$ cat src/dataPkg.sv
package dataPkg;

    // register and result width
    localparam int DATA_WIDTH = 16;
    localparam int REG_COUNT  = 4;

    typedef logic [1:0] regIdxT;

    // imm is zero-extended by the ALU
    typedef struct packed {
        logic [3:0] opcode;
        regIdxT     dest;
        regIdxT     srcA;
        regIdxT     srcB;
        logic [5:0] imm;
    } instrT;

    // valid only while done is high
    typedef struct packed {
        logic                  written;
        logic                  illegal;
        regIdxT                dest;
        logic [DATA_WIDTH-1:0] data;
    } wbResultT;

    // ALU_MUL selects the multiply accumulator
    typedef enum logic [2:0] {
        ALU_ADD,
        ALU_SUB,
        ALU_AND,
        ALU_OR,
        ALU_IMM,
        ALU_MUL
    } aluOpT;

endpackage

$ cat src/ctrlPkg.sv
package ctrlPkg;

    import dataPkg::*;

    // number of shift-add iterations for a multiply
    localparam int MUL_STEPS = 16;

    // values 6 to 15 are undefined
    typedef enum logic [3:0] {
        OP_ADD = 4'd0,
        OP_SUB = 4'd1,
        OP_AND = 4'd2,
        OP_OR  = 4'd3,
        OP_LDI = 4'd4,
        OP_MUL = 4'd5
    } opcodeT;

    typedef enum logic [3:0] {
        S_IDLE,
        S_FETCH,
        S_DECODE,
        S_EXEC,
        S_LDI,
        S_MULINIT,
        S_MULSTEP,
        S_WRITE,
        S_ILLEGAL
    } microStateT;

    typedef struct packed {
        logic  irLoad;
        aluOpT aluOp;
        logic  accClear;
        logic  mulStep;
        logic  timerLoad;
        logic  timerRun;
        logic  regWrite;
        logic  busy;
        logic  done;
    } ctrlWordT;

    // everything off, used for idle and unknown states
    localparam ctrlWordT CTRL_IDLE = '{
        irLoad:    1'b0,
        aluOp:     ALU_ADD,
        accClear:  1'b0,
        mulStep:   1'b0,
        timerLoad: 1'b0,
        timerRun:  1'b0,
        regWrite:  1'b0,
        busy:      1'b0,
        done:      1'b0
    };

endpackage

$ cat src/microStore.sv
`timescale 1ns/1ps

module microStore (
    input  ctrlPkg::microStateT state,
    input  ctrlPkg::opcodeT     opcode,
    output ctrlPkg::ctrlWordT   ctrl
);

    import dataPkg::*;
    import ctrlPkg::*;

    // undefined opcodes never reach exec or write, so the default is arbitrary
    function automatic aluOpT opToAlu(input opcodeT op);
        case (op)
            OP_ADD:  return ALU_ADD;
            OP_SUB:  return ALU_SUB;
            OP_AND:  return ALU_AND;
            OP_OR:   return ALU_OR;
            OP_LDI:  return ALU_IMM;
            OP_MUL:  return ALU_MUL;
            default: return ALU_ADD;
        endcase
    endfunction

    always_comb begin
        ctrl = CTRL_IDLE;
        case (state)
            S_IDLE: ctrl = CTRL_IDLE;
            S_FETCH: begin
                ctrl.busy   = 1'b1;
                ctrl.irLoad = 1'b1;
            end
            S_DECODE: ctrl.busy = 1'b1;
            S_EXEC: begin
                ctrl.busy  = 1'b1;
                ctrl.aluOp = opToAlu(opcode);
            end
            S_LDI: begin
                ctrl.busy  = 1'b1;
                ctrl.aluOp = ALU_IMM;
            end
            S_MULINIT: begin
                ctrl.busy      = 1'b1;
                ctrl.aluOp     = ALU_MUL;
                ctrl.accClear  = 1'b1;
                ctrl.timerLoad = 1'b1;
            end
            S_MULSTEP: begin
                ctrl.busy     = 1'b1;
                ctrl.aluOp    = ALU_MUL;
                ctrl.mulStep  = 1'b1;
                ctrl.timerRun = 1'b1;
            end
            // result must still be on the ALU output during writeback
            S_WRITE: begin
                ctrl.busy     = 1'b1;
                ctrl.aluOp    = opToAlu(opcode);
                ctrl.regWrite = 1'b1;
                ctrl.done     = 1'b1;
            end
            S_ILLEGAL: begin
                ctrl.busy = 1'b1;
                ctrl.done = 1'b1;
            end
            default: ctrl = CTRL_IDLE;
        endcase
    end

endmodule

$ cat src/microSequencer.sv
`timescale 1ns/1ps

module microSequencer (
    input  logic                clk,
    input  logic                reset,
    input  logic                start,
    input  ctrlPkg::opcodeT     opcode,
    input  logic                timerLast,
    output ctrlPkg::microStateT state
);

    import ctrlPkg::*;

    microStateT nextState;

    always_ff @(posedge clk) begin
        if (reset) begin
            state <= S_IDLE;
        end else begin
            state <= nextState;
        end
    end

    always_comb begin
        nextState = state;
        case (state)
            // start only counts while idle
            S_IDLE: begin
                if (start) begin
                    nextState = S_FETCH;
                end
            end
            S_FETCH: nextState = S_DECODE;
            S_DECODE: begin
                case (opcode)
                    OP_ADD, OP_SUB, OP_AND, OP_OR: nextState = S_EXEC;
                    OP_LDI:                        nextState = S_LDI;
                    OP_MUL:                        nextState = S_MULINIT;
                    default:                       nextState = S_ILLEGAL;
                endcase
            end
            S_EXEC:    nextState = S_WRITE;
            S_LDI:     nextState = S_WRITE;
            S_MULINIT: nextState = S_MULSTEP;
            // timerLast marks the final shift-add step
            S_MULSTEP: begin
                if (timerLast) begin
                    nextState = S_WRITE;
                end
            end
            S_WRITE:   nextState = S_IDLE;
            S_ILLEGAL: nextState = S_IDLE;
            default:   nextState = S_IDLE;
        endcase
    end

endmodule

$ cat src/iterTimer.sv
`timescale 1ns/1ps

module iterTimer (
    input  logic clk,
    input  logic reset,
    input  logic load,
    input  logic run,
    output logic last
);

    import ctrlPkg::*;

    logic [4:0] count;

    always_ff @(posedge clk) begin
        if (reset) begin
            count <= '0;
        end else if (load) begin
            count <= 5'(MUL_STEPS);
        end else if (run && count != '0) begin
            count <= count - 5'd1;
        end
    end

    // high during the last multiply step
    assign last = (count == 5'd1);

endmodule

$ cat src/regFile.sv
`timescale 1ns/1ps

module regFile (
    input  logic                           clk,
    input  logic                           reset,
    input  logic                           writeEn,
    input  dataPkg::regIdxT                writeIdx,
    input  dataPkg::regIdxT                readIdxA,
    input  dataPkg::regIdxT                readIdxB,
    input  logic [dataPkg::DATA_WIDTH-1:0] writeData,
    output logic [dataPkg::DATA_WIDTH-1:0] readDataA,
    output logic [dataPkg::DATA_WIDTH-1:0] readDataB
);

    import dataPkg::*;

    logic [DATA_WIDTH-1:0] regs [REG_COUNT];

    always_ff @(posedge clk) begin
        if (reset) begin
            for (int i = 0; i < REG_COUNT; i++) begin
                regs[i] <= '0;
            end
        end else if (writeEn) begin
            regs[writeIdx] <= writeData;
        end
    end

    // reads see the old value until the write edge
    assign readDataA = regs[readIdxA];
    assign readDataB = regs[readIdxB];

endmodule

$ cat src/aluUnit.sv
`timescale 1ns/1ps

module aluUnit (
    input  logic                           clk,
    input  logic                           reset,
    input  dataPkg::aluOpT                 aluOp,
    input  logic                           accClear,
    input  logic                           mulStep,
    input  logic [dataPkg::DATA_WIDTH-1:0] operandA,
    input  logic [dataPkg::DATA_WIDTH-1:0] operandB,
    input  logic [5:0]                     imm,
    output logic [dataPkg::DATA_WIDTH-1:0] aluResult
);

    import dataPkg::*;

    logic [DATA_WIDTH-1:0] multiplicand;
    logic [DATA_WIDTH-1:0] multiplier;
    logic [DATA_WIDTH-1:0] acc;

    // shift-add multiplier, one bit of the multiplier per step
    always_ff @(posedge clk) begin
        if (reset) begin
            multiplicand <= '0;
            multiplier   <= '0;
            acc          <= '0;
        end else if (accClear) begin
            multiplicand <= operandA;
            multiplier   <= operandB;
            acc          <= '0;
        end else if (mulStep) begin
            if (multiplier[0]) begin
                acc <= acc + multiplicand;
            end
            // high bits fall off, only the low half of the product is kept
            multiplicand <= multiplicand << 1;
            multiplier   <= multiplier >> 1;
        end
    end

    always_comb begin
        case (aluOp)
            ALU_ADD: aluResult = operandA + operandB;
            ALU_SUB: aluResult = operandA - operandB;
            ALU_AND: aluResult = operandA & operandB;
            ALU_OR:  aluResult = operandA | operandB;
            ALU_IMM: aluResult = {{(DATA_WIDTH-6){1'b0}}, imm};
            ALU_MUL: aluResult = acc;
            default: aluResult = '0;
        endcase
    end

endmodule

$ cat src/controlCore.sv
`timescale 1ns/1ps

module controlCore (
    input  logic              clk,
    input  logic              reset,
    input  logic              start,
    input  dataPkg::instrT    instr,
    output logic              busy,
    output logic              done,
    output dataPkg::wbResultT result
);

    import dataPkg::*;
    import ctrlPkg::*;

    instrT                 ir;
    opcodeT                opcode;
    microStateT            state;
    ctrlWordT              ctrl;
    logic                  timerLast;
    logic [DATA_WIDTH-1:0] readDataA;
    logic [DATA_WIDTH-1:0] readDataB;
    logic [DATA_WIDTH-1:0] aluResult;

    // instruction register, captured in fetch
    always_ff @(posedge clk) begin
        if (ctrl.irLoad) begin
            ir <= instr;
        end
    end

    assign opcode = opcodeT'(ir.opcode);

    microSequencer uSeq (
        .clk(clk), .reset(reset), .start(start), .opcode(opcode),
        .timerLast(timerLast), .state(state)
    );

    microStore uStore (.state(state), .opcode(opcode), .ctrl(ctrl));

    iterTimer uTimer (
        .clk(clk), .reset(reset), .load(ctrl.timerLoad), .run(ctrl.timerRun),
        .last(timerLast)
    );

    regFile uRegs (
        .clk(clk), .reset(reset), .writeEn(ctrl.regWrite), .writeIdx(ir.dest),
        .readIdxA(ir.srcA), .readIdxB(ir.srcB), .writeData(aluResult),
        .readDataA(readDataA), .readDataB(readDataB)
    );

    aluUnit uAlu (
        .clk(clk), .reset(reset), .aluOp(ctrl.aluOp), .accClear(ctrl.accClear),
        .mulStep(ctrl.mulStep), .operandA(readDataA), .operandB(readDataB),
        .imm(ir.imm), .aluResult(aluResult)
    );

    assign busy = ctrl.busy;
    assign done = ctrl.done;

    // done without a write can only come from the illegal state
    assign result = '{
        written: ctrl.regWrite,
        illegal: ctrl.done & ~ctrl.regWrite,
        dest:    ir.dest,
        data:    aluResult
    };

endmodule

$ cat config.mk
export PLATFORM = sky130hd
export DESIGN_NAME = controlCore
export DESIGN_NICKNAME = d
export VERILOG_FILES = /design/src/dataPkg.sv /design/src/ctrlPkg.sv /design/src/microStore.sv /design/src/microSequencer.sv /design/src/iterTimer.sv /design/src/regFile.sv /design/src/aluUnit.sv /design/src/controlCore.sv
export SDC_FILE = /design/constraint.sdc
export NUM_CORES = 1
export LEC_CHECK = 0
export CAP_MARGIN = 20
export CORE_AREA = 2 2 158 160
export CTS_CLUSTER_DIAMETER = 40
export DETAILED_ROUTE_END_ITERATION = 10
export DIE_AREA = 0 0 160 162
export DONT_BUFFER_PORTS = 1
export PLACE_DENSITY_LB_ADDON = 0.3
export SETUP_SLACK_MARGIN = 0.2
export SLEW_MARGIN = 20
export SYNTH_ARGS = -nofsm -noshare
export SYNTH_HDL_FRONTEND = slang
export SYNTH_SLANG_ARGS = --single-unit
export TNS_END_PERCENT = 10
$ cat constraint.sdc
create_clock -name clk -period 12.1 [get_ports clk]
set_input_delay 0.605 -clock clk [delete_from_list [all_inputs] [get_ports clk]]
set_output_delay 0.605 -clock clk [all_outputs]
set_load 0.01 [all_outputs]
==> impl_metrics.csv <==
group,metric,value,unit
logic_synthesis,avgSynthCellArea,10.44,sq um
placed_design,gp_congestion,0.7872,
drt,drc_errors,0,
final_layout,final_cell_mix,"nor2_1, edfxtp_1, dfxtp_1",
die,io_pins,41,
logic_synthesis,synth_ff_type,"edfxtp_1",
setup_path,startpoint_type,"flop",
timing,slew_headroom,37.41,%
timing,finClkSkew,0.01347,ns
pwr,leakage,0.003329,uW
setup_path,worstSetupPathType,"flop to output pin",
logic_synthesis,syn_nets,859,
timing,drv_slew,0,
logic_synthesis,synth_area_leaders,"edfxtp_1, dfxtp_1, mux4_2, nor2_1, ha_1",
final_layout,nNetsFinal,838,
setup_path,cp_top_family,"compound AO/OA/AOI/OAI gates",
drt,via_count,5954,
pwr,power_density,163.2,nW/um^2
timing,tns,0,ns
die,die_w,160,microns
logic_synthesis,yosysTopAreaCell,"edfxtp_1",
timing,min_period_over_period,47.48,%
setup_path,cp_data_required_time,11.49,ns
drt,wl_per_cell,17.37,microns
final_layout,drive_gt1_share,12.09,%
clocking,clock_latency,0.44,ns
global_route,grt_max_degree,61,
pwr,vdd_ir_drop_max,0.1155,mV
setup_path,arrival,5.14,ns
logic_synthesis,netlist_instances,802,
final_layout,fin_cells,1118,
clocking,hold_buffers,0,
job,drv_cap,0,
global_route,grt_overflow,0,
die,core-area,24110,sq um
clocking,clkSlewWorstSetupHoldPaths,0.06,ns
min_path,hold_class,"input port to flop",
clocking,cts_tree,"done",
final_layout,design_area,9236,sq um
clocking,htreeDepth,4,
logic_synthesis,synth-edff-count,80,
outcome,status,"finished, final reports clean",
die,start_util,34.73,%
timing,setup_violations,0,
global_route,antenna_found_initial,0,
clocking,post_cts_buffers,0,
logic_synthesis,synth-seq-cells,141,
drt,ant_nets,0,
final_layout,fillCellCount,2402,
timing,hold_viol,0,
timing,worst_pin_slew,0.9291,ns
final_layout,syn2layout_area_growth,10.31,%
drt,viasPerCell,5.326,
die,die-area,25920,sq um
placed_design,postPlaceCellArea,8653,sq um
placed_design,dpl.hpwl,14080,microns
final_layout,num_antenna_cells,0,
drt,wl,19420,microns
final_layout,final_common_cell,"nor2_1",
logic_synthesis,synthDistinctLibCells,60,
clocking,clock-sinks,141,
setup_path,slowest_delay,0.82,ns
global_route,grt_pass1_wl,32180,microns
logic_synthesis,async_reset_ff_share,0,%
drt,drt_iter0_markers,373,
die,dieHeight,162,microns
placed_design,io_buffers,0,
timing,max_clock_freq,174.1,MHz
global_route,grt_usage,15.63,%
setup_path,worstPathMaxFanout,16,
timing,rsz0062_at_grt,"false",
timing,fin_crit,5.745,ns
clocking,cts_inserted_buffers,17,
clocking,cts-root-buf,"clkbuf_16",
logic_synthesis,synth_top_area_share,28.69,%
setup_path,cpMaxStageDelayCell,"dfxtp_1",
setup_path,path_cells,"mux4_2 > or4_4 > or2_2 > nand2_1 > xor2_1 > ha_1 > and2_1 > a221oi_1 > a21oi_1 > a21o_1 > a31oi_1 > xnor2_1 > a222oi_1 > inv_1",
logic_synthesis,synth_area,8373,sq um
timing,whs,0.2559,ns
logic_synthesis,ys_seq_area_share,43.28,%
setup_path,path_buf_inv,1,
drt,firstDrtPassIters,4,
clocking,clk_path_buf_depth,2,
clocking,ctsResizeCount,0,
global_route,first_global_vias,5880,
die,rows,57,
placed_design,dpl.cell_count,1085,
logic_synthesis,ys_warn_count,0,
setup_path,critPathCaptureType,"output pin",
-- per-layer routing --
metal | global-route usage [%] | part of all wire (%)
met1 | 21.10 | 48
met4 | 4.791 | 1.2
met5 | 0 | 0
met2 | 26.23 | 48
met3 | 2.171 | 2.6
-- power by group --
part           leakage, uW  switching (uW)  internal (uW)
logic              0.00176             286            168
clock network     0.000267             220            286
registers          0.00130            21.2            527
total              0.00333             527            980
-- cell usage after synthesis, drive strengths merged (5+ instances only) --
cell type,count
nand2b,7
and2,5
a222oi,6
or2,6
ha,36
nand2,38
mux4,32
inv,31
nand3,10
nor2,129
a21oi,37
or4,6
nor2b,13
xnor2,17
o31ai,6
o21ai,16
maj3,15
nand4,5
edfxtp,80
xor2,21
a211oi,38
a31oi,6
clkbuf,42
a21o,9
dfxtp,61
o21a,5
mux2i,39
buf,9
a221oi,5
nor3,16
-- path summary, 6_finish.rpt --
| check | start | end | slack (ns) | cells past startpoint |
|---|---|---|---|---|
| setup / recovery | flop | result[13] | 6.35 | 14 |
| hold / removal | reset | uTimer.count[4]$_SDFFE_PP0P_ | 0.26 | 1 |
| setup reg to reg | flop | uRegs.regs[2][13]$_SDFFCE_PN0P_ | 7.18 | 14 |
| hold reg to reg | ir[9]$_DFFE_PP_ | flop | 0.47 | 1 |
-- state kept, by name, summed over array words and instances, names as in the netlist, named ones only --
register	cells
uTimer.count	5
uAlu.multiplicand	16
opcode	4
uAlu.acc	16
ir	10
uAlu.multiplier	16
uRegs.regs	64
uSeq.state	4
result	2
-- cell families after synthesis --
| kind of cell | share of synthesized area [%] |
|---|---|
| AND/OR/NAND/NOR | 14.00 |
| AO/OA/AOI/OAI | 13.30 |
| flip-flops | 43.28 |
| buffers and inverters | 3.990 |
| multiplexers | 13.81 |
| adder cells (fa/ha/maj) | 7.651 |
| XOR/XNOR | 3.975 |
-- per-stage QoR --
| step | worst slack, ns | power, uW | util [%] |
|---|---|---|---|
| 6_report | 6.355 | 1508 | 38.32 |
| 5_1_grt | 6.067 | 1585 | 38.32 |
| 4_1_cts | 6.364 | 1519 | 38.23 |
| 3_5_place_dp | 6.829 | 1015 | 35.90 |
| 3_3_place_gp | 6.894 | 1010 | 35.90 |
| 2_1_floorplan | 7.407 | 900.5 | - |
-- area by class of cell --
type | count | area [sq um] | area share, %
clock buffer | 18 | 429.2 | 4.646
timing repair buffer | 11 | 95.09 | 1.030
inverter | 31 | 116.4 | 1.260
clock inverter | 14 | 133.9 | 1.449
sequential | 141 | 3623 | 39.23
tap | 324 | 405.4 | 4.389
multi-input combinational | 579 | 4433 | 48.00
No activity file was read; power rests on OpenSTA's default activity.
